<file path="src/design/axi_wr_pkg.sv">
package axi_wr_pkg;

    // ---------------------------------------------------------------------------
    // AXI4 write-side types
    // ---------------------------------------------------------------------------

    // INCR burst limit of AXI4
    localparam int MAX_BURST_BEATS = 256;

    // slave address as it goes on AWADDR
    typedef logic [31:0] axi_addr_t;

    // beats minus one, as on AWLEN
    typedef logic [7:0] axi_len_t;

    // write response code, bit 1 flags an error
    typedef enum logic [1:0] {
        OKAY   = 2'b00,
        EXOKAY = 2'b01,
        SLVERR = 2'b10,
        DECERR = 2'b11
    } axi_resp_e;

    // AW payload, 40 bits
    typedef struct packed {
        axi_addr_t addr;
        axi_len_t  len;
    } aw_chan_t;

endpackage

</file>
<file path="src/design/wr_ctrl_pkg.sv">
package wr_ctrl_pkg;

    import axi_wr_pkg::*;

    // ---------------------------------------------------------------------------
    // controller-side types and byte offset helpers
    // ---------------------------------------------------------------------------

    // widest strobe the mask helpers cover (1024-bit bus)
    localparam int MAX_STRB_W = 128;

    typedef logic [MAX_STRB_W-1:0] strb_max_t;
    typedef logic [6:0]            byte_off_t;

    // one burst as handed from planner to data channel
    typedef struct packed {
        axi_len_t len;
        logic     is_first;
        logic     is_final;
    } burst_desc_t;

    typedef enum logic [1:0] {
        IDLE,
        ISSUE,
        ADDR,
        DATA_RESP
    } planner_state_e;

    // keeps bytes from off upward
    function automatic strb_max_t lead_mask(input byte_off_t off);
        return {MAX_STRB_W{1'b1}} << off;
    endfunction

    // keeps the low n bytes, 0 means the whole word
    function automatic strb_max_t tail_mask(input byte_off_t n);
        strb_max_t m;
        m = (n == '0) ? {MAX_STRB_W{1'b1}} : ((strb_max_t'(1) << n) - strb_max_t'(1));
        return m;
    endfunction

endpackage

</file>
<file path="src/design/wr_burst_planner.sv">
module wr_burst_planner
    import axi_wr_pkg::*;
    import wr_ctrl_pkg::*;
#(
    parameter int ADDR_W  = 32,
    parameter int DATA_W  = 32,
    parameter int BYTES_W = 16,
    localparam int STRB_W = DATA_W / 8,
    localparam int OFF_W  = $clog2(STRB_W)
) (
    input  logic               clk,
    input  logic               rst_n,
    input  logic [ADDR_W-1:0]  base_addr_i,
    input  logic [BYTES_W-1:0] byte_num_i,
    input  logic               start_i,
    input  logic               b_fire_i,
    input  logic               aw_ready_i,
    output aw_chan_t           aw_o,
    output logic               aw_valid_o,
    output logic               aw_fire_o,
    output burst_desc_t        desc_o,
    output logic [OFF_W-1:0]   start_off_o,
    output logic [OFF_W-1:0]   tail_bytes_o,
    output logic               busy_o
);

    // bytes moved by one full-length burst
    localparam int unsigned MAX_BYTES = MAX_BURST_BEATS * STRB_W;

    typedef logic [ADDR_W-1:0] addr_t;
    typedef logic [BYTES_W:0]  rem_t;
    typedef logic [OFF_W-1:0]  off_t;

    planner_state_e     state_q;
    logic               first_pend_q;
    addr_t              addr_q;
    rem_t               rem_q;
    rem_t               req_bytes;
    off_t               base_off;
    off_t               start_off_q;
    off_t               tail_q;
    burst_desc_t        desc_q;
    logic [BYTES_W+1:0] words_up;
    axi_len_t           len_calc;
    logic               final_calc;

    // count from the aligned word, so the lead bytes are included
    assign base_off  = base_addr_i[OFF_W-1:0];
    assign req_bytes = rem_t'(byte_num_i) + rem_t'(base_off);

    // ---------------------------------------------------------------------------
    // burst sizing
    // ---------------------------------------------------------------------------

    always_comb begin
        words_up   = ({1'b0, rem_q} + (BYTES_W+2)'(STRB_W - 1)) >> OFF_W;
        final_calc = (rem_q <= MAX_BYTES);
        if (final_calc) begin
            len_calc = axi_len_t'(words_up - 1'b1);
        end else begin
            len_calc = axi_len_t'(MAX_BURST_BEATS - 1);
        end
    end

    // ---------------------------------------------------------------------------
    // FSM
    // ---------------------------------------------------------------------------

    always_ff @(posedge clk or negedge rst_n) begin
        if (!rst_n) begin
            state_q      <= IDLE;
            first_pend_q <= 1'b0;
        end else begin
            case (state_q)
                IDLE: begin
                    if (start_i) begin
                        state_q      <= ISSUE;
                        first_pend_q <= 1'b1;
                    end
                end
                ISSUE: begin
                    state_q <= ADDR;
                end
                ADDR: begin
                    if (aw_fire_o) begin
                        state_q      <= DATA_RESP;
                        first_pend_q <= 1'b0;
                    end
                end
                DATA_RESP: begin
                    // one burst in flight, wait for its response
                    if (b_fire_i) begin
                        state_q <= desc_q.is_final ? IDLE : ISSUE;
                    end
                end
                default: begin
                    state_q <= IDLE;
                end
            endcase
        end
    end

    // request capture and byte accounting
    always_ff @(posedge clk) begin
        if (state_q == IDLE && start_i) begin
            addr_q      <= {base_addr_i[ADDR_W-1:OFF_W], {OFF_W{1'b0}}};
            rem_q       <= req_bytes;
            start_off_q <= base_off;
            tail_q      <= req_bytes[OFF_W-1:0];
        end else if (aw_fire_o) begin
            addr_q <= addr_q + addr_t'(MAX_BYTES);
            if (rem_q > MAX_BYTES) begin
                rem_q <= rem_t'(rem_q - MAX_BYTES);
            end else begin
                rem_q <= '0;
            end
        end
        if (state_q == ISSUE) begin
            desc_q.len      <= len_calc;
            desc_q.is_first <= first_pend_q;
            desc_q.is_final <= final_calc;
        end
    end

    assign busy_o       = (state_q != IDLE);
    assign aw_valid_o   = (state_q == ADDR);
    assign aw_fire_o    = aw_valid_o & aw_ready_i;
    assign aw_o.addr    = axi_addr_t'(addr_q);
    assign aw_o.len     = desc_q.len;
    assign desc_o       = desc_q;
    assign start_off_o  = start_off_q;
    assign tail_bytes_o = tail_q;

    // ---------------------------------------------------------------------------
    // assertions
    // ---------------------------------------------------------------------------

    a_aw_stable: assert property (@(posedge clk) disable iff (!rst_n)
        aw_valid_o && !aw_ready_i |=> aw_valid_o && $stable(aw_o))
        else $error("AW payload changed while waiting for AWREADY");

    // AWVALID only two cycles after a start or a completed burst
    a_aw_busy: assert property (@(posedge clk) disable iff (!rst_n)
        $rose(aw_valid_o) |-> $past(start_i || b_fire_i, 2))
        else $error("AWVALID raised without a start or a completed burst");

endmodule

</file>
<file path="src/design/wr_data_channel.sv">
module wr_data_channel
    import axi_wr_pkg::*;
    import wr_ctrl_pkg::*;
#(
    parameter int DATA_W      = 32,
    parameter int SRAM_ADDR_W = 16,
    localparam int STRB_W     = DATA_W / 8,
    localparam int OFF_W      = $clog2(STRB_W)
) (
    input  logic                   clk,
    input  logic                   rst_n,
    input  logic                   start_i,
    input  logic                   aw_fire_i,
    input  burst_desc_t            desc_i,
    input  logic [OFF_W-1:0]       start_off_i,
    input  logic [OFF_W-1:0]       tail_bytes_i,
    input  logic                   w_ready_i,
    input  logic [DATA_W-1:0]      sram_data_i,
    output logic [DATA_W-1:0]      w_data_o,
    output logic [STRB_W-1:0]      w_strb_o,
    output logic                   w_last_o,
    output logic                   w_valid_o,
    output logic                   w_done_o,
    output logic                   sram_req_o,
    output logic [SRAM_ADDR_W-1:0] sram_addr_o
);

    typedef logic [STRB_W-1:0]      strb_t;
    typedef logic [SRAM_ADDR_W-1:0] sram_addr_t;

    logic       w_valid_q;
    logic       w_last_q;
    logic       w_done_q;
    logic       w_fire;
    logic       last_next;
    axi_len_t   beat_cnt_q;
    strb_t      strb_q;
    strb_t      lead_strb;
    strb_t      tail_strb;
    strb_t      strb_first;
    strb_t      strb_next;
    strb_max_t  lead_full;
    strb_max_t  tail_full;
    sram_addr_t sram_addr_q;

    assign w_fire = w_valid_q & w_ready_i;

    // ---------------------------------------------------------------------------
    // strobe masks
    // ---------------------------------------------------------------------------

    always_comb begin
        lead_full = lead_mask(byte_off_t'(start_off_i));
        tail_full = tail_mask(byte_off_t'(tail_bytes_i));
        lead_strb = lead_full[STRB_W-1:0];
        tail_strb = tail_full[STRB_W-1:0];

        // beat 0 of a burst, may be both head and tail
        strb_first = '1;
        if (desc_i.is_first) begin
            strb_first = strb_first & lead_strb;
        end
        if (desc_i.is_final && desc_i.len == '0) begin
            strb_first = strb_first & tail_strb;
        end

        last_next = (axi_len_t'(beat_cnt_q + 8'd1) == desc_i.len);

        // later beats can only be a tail
        strb_next = '1;
        if (desc_i.is_final && last_next) begin
            strb_next = tail_strb;
        end
    end

    // ---------------------------------------------------------------------------
    // beat counter, WVALID and WLAST
    // ---------------------------------------------------------------------------

    always_ff @(posedge clk or negedge rst_n) begin
        if (!rst_n) begin
            w_valid_q  <= 1'b0;
            w_last_q   <= 1'b0;
            w_done_q   <= 1'b0;
            beat_cnt_q <= '0;
        end else begin
            if (aw_fire_i) begin
                w_valid_q  <= 1'b1;
                w_last_q   <= (desc_i.len == '0);
                beat_cnt_q <= '0;
            end else if (w_fire) begin
                if (w_last_q) begin
                    w_valid_q <= 1'b0;
                    w_last_q  <= 1'b0;
                end else begin
                    beat_cnt_q <= beat_cnt_q + 8'd1;
                    // registered one beat ahead
                    w_last_q   <= last_next;
                end
            end
            w_done_q <= w_fire & w_last_q;
        end
    end

    always_ff @(posedge clk) begin
        if (aw_fire_i) begin
            strb_q <= strb_first;
        end else if (w_fire && !w_last_q) begin
            strb_q <= strb_next;
        end
    end

    // ---------------------------------------------------------------------------
    // SRAM fetch
    // ---------------------------------------------------------------------------

    // fetch beat 0 on AW, then one word per accepted beat
    assign sram_req_o = aw_fire_i | (w_fire & ~w_last_q);

    always_ff @(posedge clk or negedge rst_n) begin
        if (!rst_n) begin
            sram_addr_q <= '0;
        end else if (start_i) begin
            sram_addr_q <= '0;
        end else if (sram_req_o) begin
            sram_addr_q <= sram_addr_q + 1'b1;
        end
    end

    assign w_data_o    = sram_data_i;
    assign w_strb_o    = strb_q;
    assign w_last_o    = w_last_q;
    assign w_valid_o   = w_valid_q;
    assign w_done_o    = w_done_q;
    assign sram_addr_o = sram_addr_q;

    // WLAST marks the counted final beat of the burst
    a_wlast_valid: assert property (@(posedge clk) disable iff (!rst_n)
        w_last_o |-> w_valid_o && beat_cnt_q == desc_i.len)
        else $error("WLAST without WVALID or off the final beat");

    // SRAM output must hold while the beat waits
    a_w_stable: assert property (@(posedge clk) disable iff (!rst_n)
        w_valid_o && !w_ready_i |=>
            w_valid_o && $stable(w_data_o) && $stable(w_strb_o) && $stable(w_last_o))
        else $error("W payload changed while waiting for WREADY");

endmodule

</file>
<file path="src/design/wr_resp_tracker.sv">
module wr_resp_tracker
    import axi_wr_pkg::*;
(
    input  logic      clk,
    input  logic      rst_n,
    input  logic      start_i,
    input  logic      w_done_i,
    input  logic      b_valid_i,
    input  axi_resp_e b_resp_i,
    output logic      b_ready_o,
    output logic      b_fire_o,
    output logic      error_o
);

    logic b_ready_q;
    logic error_q;

    assign b_fire_o = b_ready_q & b_valid_i;

    // ready once all data of the burst is out
    always_ff @(posedge clk or negedge rst_n) begin
        if (!rst_n) begin
            b_ready_q <= 1'b0;
        end else if (w_done_i) begin
            b_ready_q <= 1'b1;
        end else if (b_fire_o) begin
            b_ready_q <= 1'b0;
        end
    end

    // sticky until the next request
    always_ff @(posedge clk or negedge rst_n) begin
        if (!rst_n) begin
            error_q <= 1'b0;
        end else if (start_i) begin
            error_q <= 1'b0;
        end else if (b_fire_o && b_resp_i[1]) begin
            error_q <= 1'b1;
        end
    end

    assign b_ready_o = b_ready_q;
    assign error_o   = error_q;

    // one burst outstanding, its data never completes while a response waits
    a_b_after_data: assert property (@(posedge clk) disable iff (!rst_n)
        w_done_i |-> !b_ready_q)
        else $error("burst data completed while a response was still pending");

endmodule

</file>
<file path="src/design/axi_wr_master.sv">
module axi_wr_master
    import axi_wr_pkg::*;
    import wr_ctrl_pkg::*;
#(
    parameter int ADDR_W      = 32,
    parameter int DATA_W      = 32,
    parameter int BYTES_W     = 16,
    parameter int SRAM_ADDR_W = 16,
    localparam int STRB_W     = DATA_W / 8,
    localparam int OFF_W      = $clog2(STRB_W)
) (
    input  logic                   clk,
    input  logic                   rst_n,
    // request side
    input  logic [ADDR_W-1:0]      base_addr_i,
    input  logic [BYTES_W-1:0]     byte_num_i,
    input  logic                   start_i,
    output logic                   busy_o,
    output logic                   error_o,
    // local SRAM
    input  logic [DATA_W-1:0]      sram_data_i,
    output logic [SRAM_ADDR_W-1:0] sram_addr_o,
    output logic                   sram_req_o,
    // AW
    output aw_chan_t               aw_o,
    output logic                   aw_valid_o,
    input  logic                   aw_ready_i,
    // W
    output logic [DATA_W-1:0]      w_data_o,
    output logic [STRB_W-1:0]      w_strb_o,
    output logic                   w_last_o,
    output logic                   w_valid_o,
    input  logic                   w_ready_i,
    // B
    input  axi_resp_e              b_resp_i,
    input  logic                   b_valid_i,
    output logic                   b_ready_o
);

    logic             start_acc;
    logic             aw_fire;
    logic             w_done;
    logic             b_fire;
    burst_desc_t      desc;
    logic [OFF_W-1:0] start_off;
    logic [OFF_W-1:0] tail_bytes;

    // a start while busy is dropped here
    assign start_acc = start_i & ~busy_o;

    wr_burst_planner #(
        .ADDR_W  (ADDR_W),
        .DATA_W  (DATA_W),
        .BYTES_W (BYTES_W)
    ) u_planner (
        .clk          (clk),
        .rst_n        (rst_n),
        .base_addr_i  (base_addr_i),
        .byte_num_i   (byte_num_i),
        .start_i      (start_acc),
        .b_fire_i     (b_fire),
        .aw_ready_i   (aw_ready_i),
        .aw_o         (aw_o),
        .aw_valid_o   (aw_valid_o),
        .aw_fire_o    (aw_fire),
        .desc_o       (desc),
        .start_off_o  (start_off),
        .tail_bytes_o (tail_bytes),
        .busy_o       (busy_o)
    );

    wr_data_channel #(
        .DATA_W      (DATA_W),
        .SRAM_ADDR_W (SRAM_ADDR_W)
    ) u_data (
        .clk          (clk),
        .rst_n        (rst_n),
        .start_i      (start_acc),
        .aw_fire_i    (aw_fire),
        .desc_i       (desc),
        .start_off_i  (start_off),
        .tail_bytes_i (tail_bytes),
        .w_ready_i    (w_ready_i),
        .sram_data_i  (sram_data_i),
        .w_data_o     (w_data_o),
        .w_strb_o     (w_strb_o),
        .w_last_o     (w_last_o),
        .w_valid_o    (w_valid_o),
        .w_done_o     (w_done),
        .sram_req_o   (sram_req_o),
        .sram_addr_o  (sram_addr_o)
    );

    wr_resp_tracker u_resp (
        .clk       (clk),
        .rst_n     (rst_n),
        .start_i   (start_acc),
        .w_done_i  (w_done),
        .b_valid_i (b_valid_i),
        .b_resp_i  (b_resp_i),
        .b_ready_o (b_ready_o),
        .b_fire_o  (b_fire),
        .error_o   (error_o)
    );

endmodule

</file>
<file path="config.mk">
export PLATFORM = sky130hd
export DESIGN_NAME = axi_wr_master
export DESIGN_NICKNAME = d
export VERILOG_FILES = /design/src/design/axi_wr_pkg.sv /design/src/design/wr_ctrl_pkg.sv /design/src/design/wr_burst_planner.sv /design/src/design/wr_data_channel.sv /design/src/design/wr_resp_tracker.sv /design/src/design/axi_wr_master.sv
export SDC_FILE = /design/constraint.sdc
export NUM_CORES = 1
export LEC_CHECK = 0
export BUFFER_PORTS_ARGS = -buffer_cell sky130_fd_sc_hd__buf_2
export CORE_MARGIN = 2
export CORE_UTILIZATION = 34
export DETAILED_ROUTE_END_ITERATION = 16
export PLACE_DENSITY_LB_ADDON = 0.1
export SLEW_MARGIN = 20
export SYNTH_ARGS = -nofsm -noshare
export SYNTH_HDL_FRONTEND = slang
export SYNTH_SLANG_ARGS = --single-unit
</file>
<file path="constraint.sdc">
create_clock -name clk -period 6.35 [get_ports clk]
set_input_delay 0.3175 -clock clk [delete_from_list [all_inputs] [get_ports clk]]
set_output_delay 0.3175 -clock clk [all_outputs]
set_load 0.01 [all_outputs]
</file>
# After elaboration in Yosys (flattened, before gate mapping)
# Index checks and enable logic that the tools add are counted.
[op_classes] reduce_logical=22 add_sub_neg=8 n_bitwise=10 magnitude_cmp=2 eq_ne=8 n_shift=2 muxes=34
[ops] op="128-bit by 2-bit left shift with 4-bit output, first input constant" n=1
[ops] op="32-bit 2-to-1 mux" n=2
[ops] op="17-bit 2-to-1 mux" n=3
[ops] op="32-bit by 11-bit adder with 32-bit output, second input constant" n=1
[ops] op="16-bit 2-to-1 mux" n=2
[ops] op="4-bit 2-to-1 mux" n=6
[ops] op="8-bit 2-to-1 mux" n=3
[ops] op="2-bit nonzero test" n=9
[ops] op="16-bit by 2-bit adder with 17-bit output" n=1
[ops] op="17-bit by 11-bit greater-than comparator with 1-bit output, second input constant" n=1
[ops] op="17-bit by 11-bit <= comparator with 1-bit output, second input constant" n=1
[ops] op="17-bit by 11-bit subtractor with 17-bit output, second input constant" n=1
[ops] op="16-bit by 1-bit adder with 16-bit output, second input constant" n=1
[ops] op="1-bit 2-to-1 mux" n=13
[ops] op="10-bit by 2-bit adder with 10-bit output, second input constant" n=1
[ops] op="8-bit by 1-bit adder with 8-bit output, second input constant" n=1
[ops] op="8-bit == test" n=1
[ops] op="8-bit zero test" n=1
[ops] op="2-bit by 1-bit != test with 1-bit output, second input constant" n=4
[ops] op="2-bit one-hot mux with 4 select lines" n=1
[ops] op="8-bit by 1-bit subtractor with 8-bit output, second input constant" n=1
[ops] op="1-bit AND" n=6
[ops] op="2-bit 2-to-1 mux" n=3
[ops] op="3-bit AND reduction" n=2
[ops] op="other kinds (12)" n=20
[totals] input_bits=88 wordCells=104 regBits=99

# Longest topological paths before layout
# Gate-level depths: netlist (run 1).
[depth] depth_word=6 depth_mapped=9 depth_no_buf=8

# Modules after synthesis
# A second synthesis (run 1) with hierarchy kept.
[unflattened] cells_unflattened=584 area_unflattened_um2=5838.1
[modules_own_cells] module="wr_burst_planner" n_inst=1 seq_area_each_um2=1906.8 cells_each=360 area_each_um2=3739.8
[modules_own_cells] module="wr_data_channel" n_inst=1 seq_area_each_um2=795.8 cells_each=216 area_each_um2=2005.7
[modules_own_cells] module="wr_resp_tracker" n_inst=1 seq_area_each_um2=50.0 cells_each=7 area_each_um2=78.8
[modules_own_cells] module="axi_wr_master" n_inst=1 seq_area_each_um2=0.0 cells_each=1 area_each_um2=13.8

# Worst setup path after synthesis (run 1)
# Ideal clock, no wire load.
[synth_timing] path_type="register to register" from="register, netlist name u_planner.rem_q[4]" to="register u_planner.rem_q[0], enable pin" period_less_slack_ps=2315 arrival_time_ps=1975 path_buffers=1 slack_ps=4035 stages_incl_launch_ff=8 path_cell_list="edfxtp_1 -> or3_4 -> nor4_4 -> a31oi_2 -> nor3_4 -> buf_6 -> nand2_1 -> nand2_1"
[synth_lines] item="to (signal assigned)" line="wr_burst_planner.sv:107" rtl="rem_q <= req_bytes;"
[synth_lines] item="to (signal assigned)" line="wr_burst_planner.sv:113" rtl="rem_q <= rem_t'(rem_q - MAX_BYTES);"
[synth_lines] item="to (decl)" line="wr_burst_planner.sv:37" rtl="rem_t rem_q;"

# Final worst setup path (run 1)
[layout_timing] from="register u_planner.state_q[0]" to="register u_planner.addr_q[31] (data pin)"
[layout_via] elab_chain_len=5 word_cells_on_any_way=6
[layout_lines] item="from (decl)" line="wr_burst_planner.sv:34" rtl="planner_state_e state_q;"
[layout_lines] item="from (signal assigned)" line="wr_burst_planner.sv:93" rtl="state_q <= desc_q.is_final ? IDLE : ISSUE;"
[layout_lines] item="2-bit nonzero test" line="wr_burst_planner.sv:125" rtl="assign busy_o = (state_q != IDLE);"
[layout_lines] item="1-bit NOT" line="axi_wr_master.sv:49" rtl="assign start_acc = start_i & ~busy_o;"
[layout_lines] item="1-bit AND" line="axi_wr_master.sv:49"
[layout_lines] item="1-bit logical AND *" line="wr_burst_planner.sv:105" rtl="if (state_q == IDLE && start_i) begin"
[layout_lines] item="32-bit 2-to-1 mux *" line="wr_burst_planner.sv:105"
[layout_lines] item="to (signal assigned)" line="wr_burst_planner.sv:106" rtl="addr_q <= {base_addr_i[ADDR_W-1:OFF_W], {OFF_W{1'b0}}};"
[layout_lines] item="to (signal assigned)" line="wr_burst_planner.sv:111" rtl="addr_q <= addr_q + addr_t'(MAX_BYTES);"
[layout_lines] item="to (decl)" line="wr_burst_planner.sv:36" rtl="addr_t addr_q;"
# Mark *: on every way between the ends. The rest lies on a longest branch, timed or not.
# A chain may end at the register's enable or synchronous reset.

==> impl_metrics.tcl, run 1 <==
set metrics [dict create \
    status "finished, final reports clean" \
    layout.nets 740 \
    cts_buffer_depth 2 \
    synth_common_cells "nand2_1 (86), edfxtp_1 (65), nor2_1 (48), buf_4 (43), xor2_1 (41)" \
    critPathBufInv 3 \
    ys_warn_count 0 \
    clock_sink_count 97 \
    worstPathRequired_ps 6410 \
    placed_area_um2 6080 \
    cp-start-kind "flip-flop" \
    yosysMostFrequentCell "nand2_1" \
    dr.pass1.iters 6 \
    routed-via-count 4021 \
    crit_path_top_delay_cell "nand2_1" \
    power_density_nw_per_um2 368 \
    io_pins 187 \
    endpoint_kind "flip-flop" \
    areaGrowthSynthToFinish_pct 13.3 \
    route.detailed.drc 0 \
    finClkSkew_ps 6.09 \
    cts_setup_buffers 0 \
    clk_pin_slew_ps 60 \
    hp-class "in2async" \
    rr_startpoint "u_planner.state_q[0]$_DFFE_PN0P_" \
    syn-cell-area_um2 5610 \
    max_clock_freq_mhz 329 \
    num_rows 46 \
    r2r_end "u_planner.addr_q[31]$_DFFE_PP_" \
    antenna_left 0 \
    setup_tns_ps 0 \
    synth_top_cell_area_share 0.348 \
    total_power_w 0.00234 \
    rsz0062_at_grt "false" \
    worstMarginPinSlew_ps 797 \
    ir_drop_mv 0.180 \
    grt-ovfl-total 0 \
    critPathMaxFanout 66 \
    synth_edf_count 65 \
    cts_tree "built" \
    worstPathArrival_ps 3110 \
    slew_headroom 0.468 \
    period_share 0.479 \
    ff2ff_setup_slack_ps 3310 \
    synth_cells 565 \
    cp_top_family "buffers and inverters" \
    synth_area_leaders "edfxtp_1 (35%), dfrtp_1 (14%), xor2_1 (6.4%)" \
    hold_viol 0 \
    leakagePower_nw 2.62 \
    dpl.hpwl_mm 8.93 \
    syn_avg_cell_area_um2 9.93 \
    first_global_vias 4031 \
    drive_above_1_share 0.226 \
    ff2ff_path_depth 6 \
    die_h_um 132 \
    grt_use_total 0.145 \
    ctsResizeCount 0 \
    critPathKind "reg2reg" \
    viasPerCell 4.68 \
    design.core.area_um2 16000 \
    ys_types 55 \
    max_stage_delay_ps 590 \
    async_reset_ff_frac 0.330 \
    cts_buffers 9 \
    grt_pass1_wl_mm 20.5 \
    h-tree-depth 3 \
    yosysTopAreaCell "edfxtp_1" \
    drtIter0Drc 215 \
    place.gp.congestion 0.784 \
    ys_ff_latch 97 \
    synth_ff_type "edfxtp_1" \
    drv_slew 0 \
    crit_chain "inv_1 > ha_1 > nand2_1 > inv_2 > buf_4 > o21ai_0" \
    wl_per_cell_um 14.3 \
    cts-root-buf "clkbuf_16" \
    holdBufCountCts 0 \
    grt_max_degree 67 \
    drt_wl_total_mm 12.3 \
    fin_area_um2 6360 \
    setup_viol 0 \
    period_needed_ps 3040 \
    start_util 0.351 \
    maxCapViolations 0 \
    synth_seq_area_share 0.491 \
    io_buffers 119 \
    clk_latency_ps 350 \
    antenna_found_initial 0 \
    die_x_um 132 \
    dieArea_um2 17500 \
]
-- metrics by stage --
stage	setup slack, ps	utilization	hold slack (ps)	std cells
after floorplan	4040	-	21.9	566
after global placement	3350	0.380	413	842
after detailed placement	3250	0.380	421	842
after CTS	3210	0.397	62.5	858
after global routing	2930	0.397	104	858
final	3310	0.397	44.0	859
-- registers in the layout (all words and copies together) (netlist names), 2 cells and up --
name and count:
u_planner.rem_q 17, u_planner.tail_bytes_o 2, u_planner.start_off_o 2, u_planner.addr_q 30, u_planner.state_q 2, u_data.beat_cnt_q 8
u_data.w_strb_o 4, u_data.sram_addr_o 16, u_planner.aw_o 8, u_planner.desc_o 2
-- layer usage --
| metal | part of all wire | global-route usage |
|---|---|---|
| met5 | 0 | 0 |
| met4 | 0.022 | 0.0591 |
| met3 | 0.056 | 0.0387 |
| met2 | 0.45 | 0.223 |
| met1 | 0.47 | 0.194 |
-- kinds of logic after synthesis --
kind of cell / share of synthesized area
buf+inv: 0.0888
flops: 0.491
simple gates: 0.190
fa+ha+maj: 0.0348
xor+xnor: 0.112
other cells: 0.000668
compound gates: 0.0792
mux: 0.00379
-- layout by cell type (no fill, tap or decap), types with 3 or more instances in the layout --
master | netlist | final
clkbuf_16 | 0 | 9
o22ai_1 | 4 | 4
o31ai_1 | 3 | 3
xor2_1 | 41 | 41
nand3_1 | 18 | 18
buf_2 | 3 | 119
inv_1 | 21 | 20
nor3_1 | 5 | 5
ha_1 | 14 | 14
and2_1 | 3 | 3
and3_1 | 22 | 22
or3_1 | 8 | 8
clkbuf_1 | 12 | 3
a21oi_1 | 16 | 16
nor2_1 | 48 | 48
nand2_1 | 86 | 86
o21ai_0 | 34 | 34
nor4_1 | 3 | 3
nand4_1 | 9 | 9
xnor2_1 | 31 | 31
nand2b_1 | 3 | 3
a31oi_1 | 3 | 3
dfrtp_1 | 32 | 32
edfxtp_1 | 65 | 65
-- worst max path at each step --
stage | startpoint | to | slack, ps | depth (start not counted)
2_1_floorplan | u_planner.rem_q[4]$_DFFE_PP_ | u_planner.rem_q[0]$_DFFE_PP_ | 4040 | 7
3_3_place_gp | u_planner.state_q[0]$_DFFE_PN0P_ | u_planner.addr_q[16]$_DFFE_PP_ | 3350 | 6
3_5_place_dp | u_planner.state_q[0]$_DFFE_PN0P_ | u_planner.addr_q[27]$_DFFE_PP_ | 3250 | 6
4_1_cts | u_planner.state_q[0]$_DFFE_PN0P_ | u_planner.addr_q[14]$_DFFE_PP_ | 3210 | 6
5_1_grt | u_planner.state_q[0]$_DFFE_PN0P_ | u_planner.addr_q[29]$_DFFE_PP_ | 2930 | 6
6_report | u_planner.state_q[0]$_DFFE_PN0P_ | u_planner.addr_q[31]$_DFFE_PP_ | 3310 | 6
-- final cells by class --
cell class              count  area (µm²)
fillers                  1634        9640
inverters                  21        78.8
flip-flops and latches     97        2750
repair buffers            121         611
clock inverters             4        43.8
diodes                      1        2.50
multi-input cells         387        2360
well taps                 216         270
clock buffers              12         236
-- power breakdown --
group          internal (W)  switching [W]  leakage (nW)
Clock              0.000304       0.000232         0.138
Combinational      0.000294       0.000447          1.46
Sequential         0.000915       0.000148          1.02
Note: power is estimated with default switching activity, not from simulation.
==> run 2, diff against run 1 <==
==> constraint.sdc (replaced) <==
create_clock -name clk -period 2.8 [get_ports clk]
set_input_delay 0.14 -clock clk [delete_from_list [all_inputs] [get_ports clk]]
set_output_delay 0.14 -clock clk [all_outputs]
set_load 0.01 [all_outputs]
==> run 2 against run 1 <==
Compared with the run above:
- sequential power increased by 130%
- combinational power increased by 130%
- clock power increased by 110%
- global-route usage decreased by 0.18 points
- critical path depth increased by 1
- total power increased by 130%
- cell count increased by 0.70%
- die area unchanged
- utilization increased by 0.34 points
- first-iteration DRC count decreased by 2.8%
- largest power group unchanged
- design area increased by 0.85%
==> impl_metrics.tcl, run 2 (same netlist as run 1, synthesis figures left out) <==
set metrics [dict create \
    io_pins 187 \
    route.detailed.drc 0 \
    critPathBufInv 1 \
    ir_drop_mv 0.372 \
    regMostFlops "u_planner.addr_q" \
    place.gp.congestion 0.788 \
    antenna_left 0 \
    cp_top_family "simple AND/OR/NAND/NOR gates" \
    dpl.hpwl_mm 9.01 \
    holdBufCountCts 2 \
    design.core.area_um2 16000 \
    cts_setup_buffers 0 \
    cts_tree "built" \
    drt_wl_total_mm 12.4 \
    grt_use_total 0.143 \
    fillers 1658 \
    worstPathRequired_ps 2900 \
    ctsResizeCount 0 \
    cts-root-buf "clkbuf_16" \
    antenna_found_initial 0 \
    routed-via-count 4105 \
    critPathKind "reg2reg" \
    areaGrowthSynthToFinish_pct 14.3 \
    whs_endpoint "u_planner.start_off_o[1]$_DFFE_PP_" \
    setup_viol 0 \
    crit_path_top_delay_cell "or4_1" \
    crit_chain "inv_1 > ha_1 > and2_2 > or4_1 > a21oi_1 > o2111ai_1 > a211o_1" \
    r2r_end "u_data.w_strb_o[3]$_DFFE_PP_" \
    period_needed_ps 2420 \
    multi_input_area_um2 2360 \
    slew_headroom 0.492 \
    wl_per_cell_um 14.3 \
    setup_tns_ps 0 \
    ff2ff_path_depth 7 \
    finClkSkew_ps 4.03 \
    max_stage_delay_ps 510 \
    status "finished, final reports clean" \
    start_util 0.351 \
    post-place-cells 847 \
    worstMarginPinSlew_ps 761 \
    dr.pass1.iters 4 \
    power_density_nw_per_um2 824 \
    hold_viol 0 \
    leakagePower_nw 2.65 \
    layout_common_cells "buf_2 (119), nand2_1 (86), edfxtp_1 (65), nor2_1 (48), xor2_1 (41)" \
    utilization 0.401 \
    h-tree-depth 3 \
    hold_path_depth 1 \
    num_antenna_cells 0 \
    endpoint_kind "flip-flop" \
    hp-class "in2reg" \
    clk_latency_ps 340 \
    maxCapViolations 0 \
    largest_reg_flops 30 \
    rr_startpoint "u_planner.state_q[0]$_DFFE_PN0P_" \
    clk_pin_slew_ps 60 \
    final_common_cell "buf_2" \
    worstPathArrival_ps 2510 \
    cp-start-kind "flip-flop" \
    num_rows 46 \
    max_clock_freq_mhz 414 \
    period_share 0.863 \
    critPathMaxFanout 5 \
    drive_above_1_share 0.231 \
    die_h_um 132 \
    io_buffers 119 \
    clock_sink_count 97 \
    drtIter0Drc 209 \
    viasPerCell 4.75 \
    die_x_um 132 \
    grt-ovfl-total 0 \
    ff2ff_setup_slack_ps 380 \
    seqCellArea_um2 2750 \
    layout.nets 747 \
    first_global_vias 4039 \
    grt_pass1_wl_mm 20.4 \
    layout.cells.non_filler 865 \
    cts_buffers 9 \
    dieArea_um2 17500 \
    cts_buffer_depth 2 \
    drv_slew 0 \
    holdCritStartpoint "base_addr_i[1]" \
    rsz0062_at_grt "false" \
    grt_max_degree 72 \
]
## run 2: layer usage
layer	share of wire	global-route usage	wire (µm)
met3	0.050	0.0318	613
met2	0.45	0.230	5620
met4	0.024	0.0645	301
met5	0	0	0
met1	0.47	0.185	5830
## run 2: per-stage QoR
stage          power, W  hold WS (ps)  setup WS, ps  area, µm²
2_1_floorplan   0.00363          -156           485       5610
3_3_place_gp    0.00414           262           418       6130
3_5_place_dp    0.00418           266           359       6130
4_1_cts         0.00536          48.0           361       6410
5_1_grt         0.00567          42.1           266       6410
6_report        0.00529          50.4           383       6410
## run 2: power by group
group	internal, W	leakage, nW	switching, W	total, W
Sequential	0.00207	1.02	0.000342	0.00242
Combinational	0.000702	1.50	0.00101	0.00172
Clock	0.000638	0.131	0.000515	0.00115
Total	0.00341	2.65	0.00187	0.00529
## run 2: worst max-delay path by stage
stage | start | end | slack [ps] | depth (start not counted)
after floorplan | u_planner.rem_q[4]$_DFFE_PP_ | u_planner.rem_q[0]$_DFFE_PP_ | 490 | 7
after global placement | u_planner.state_q[0]$_DFFE_PN0P_ | u_data.w_strb_o[3]$_DFFE_PP_ | 420 | 7
after detailed placement | u_planner.state_q[0]$_DFFE_PN0P_ | u_data.w_strb_o[3]$_DFFE_PP_ | 360 | 7
after CTS | u_planner.state_q[0]$_DFFE_PN0P_ | u_data.w_strb_o[3]$_DFFE_PP_ | 360 | 7
after global routing | u_planner.state_q[0]$_DFFE_PN0P_ | u_data.w_strb_o[3]$_DFFE_PP_ | 270 | 7
final | u_planner.state_q[0]$_DFFE_PN0P_ | u_data.w_strb_o[3]$_DFFE_PP_ | 380 | 7
## run 2: layout make-up
type,instances,area share
Sequential cell,97,0.429
Inverter,21,0.0123
Clock buffer,15,0.0408
Tap cell,216,0.0421
Multi-Input combinational cell,387,0.369
Clock inverter,1,0.000780
Timing Repair Buffer,128,0.106
## run 2: worst reg2reg max path, cell delays in order (launching register included)
cell,delay [ps]
dfrtp_1,410
inv_1,90
ha_1,240
and2_2,210
or4_1,510
a21oi_1,130
o2111ai_1,230
a211o_1,350
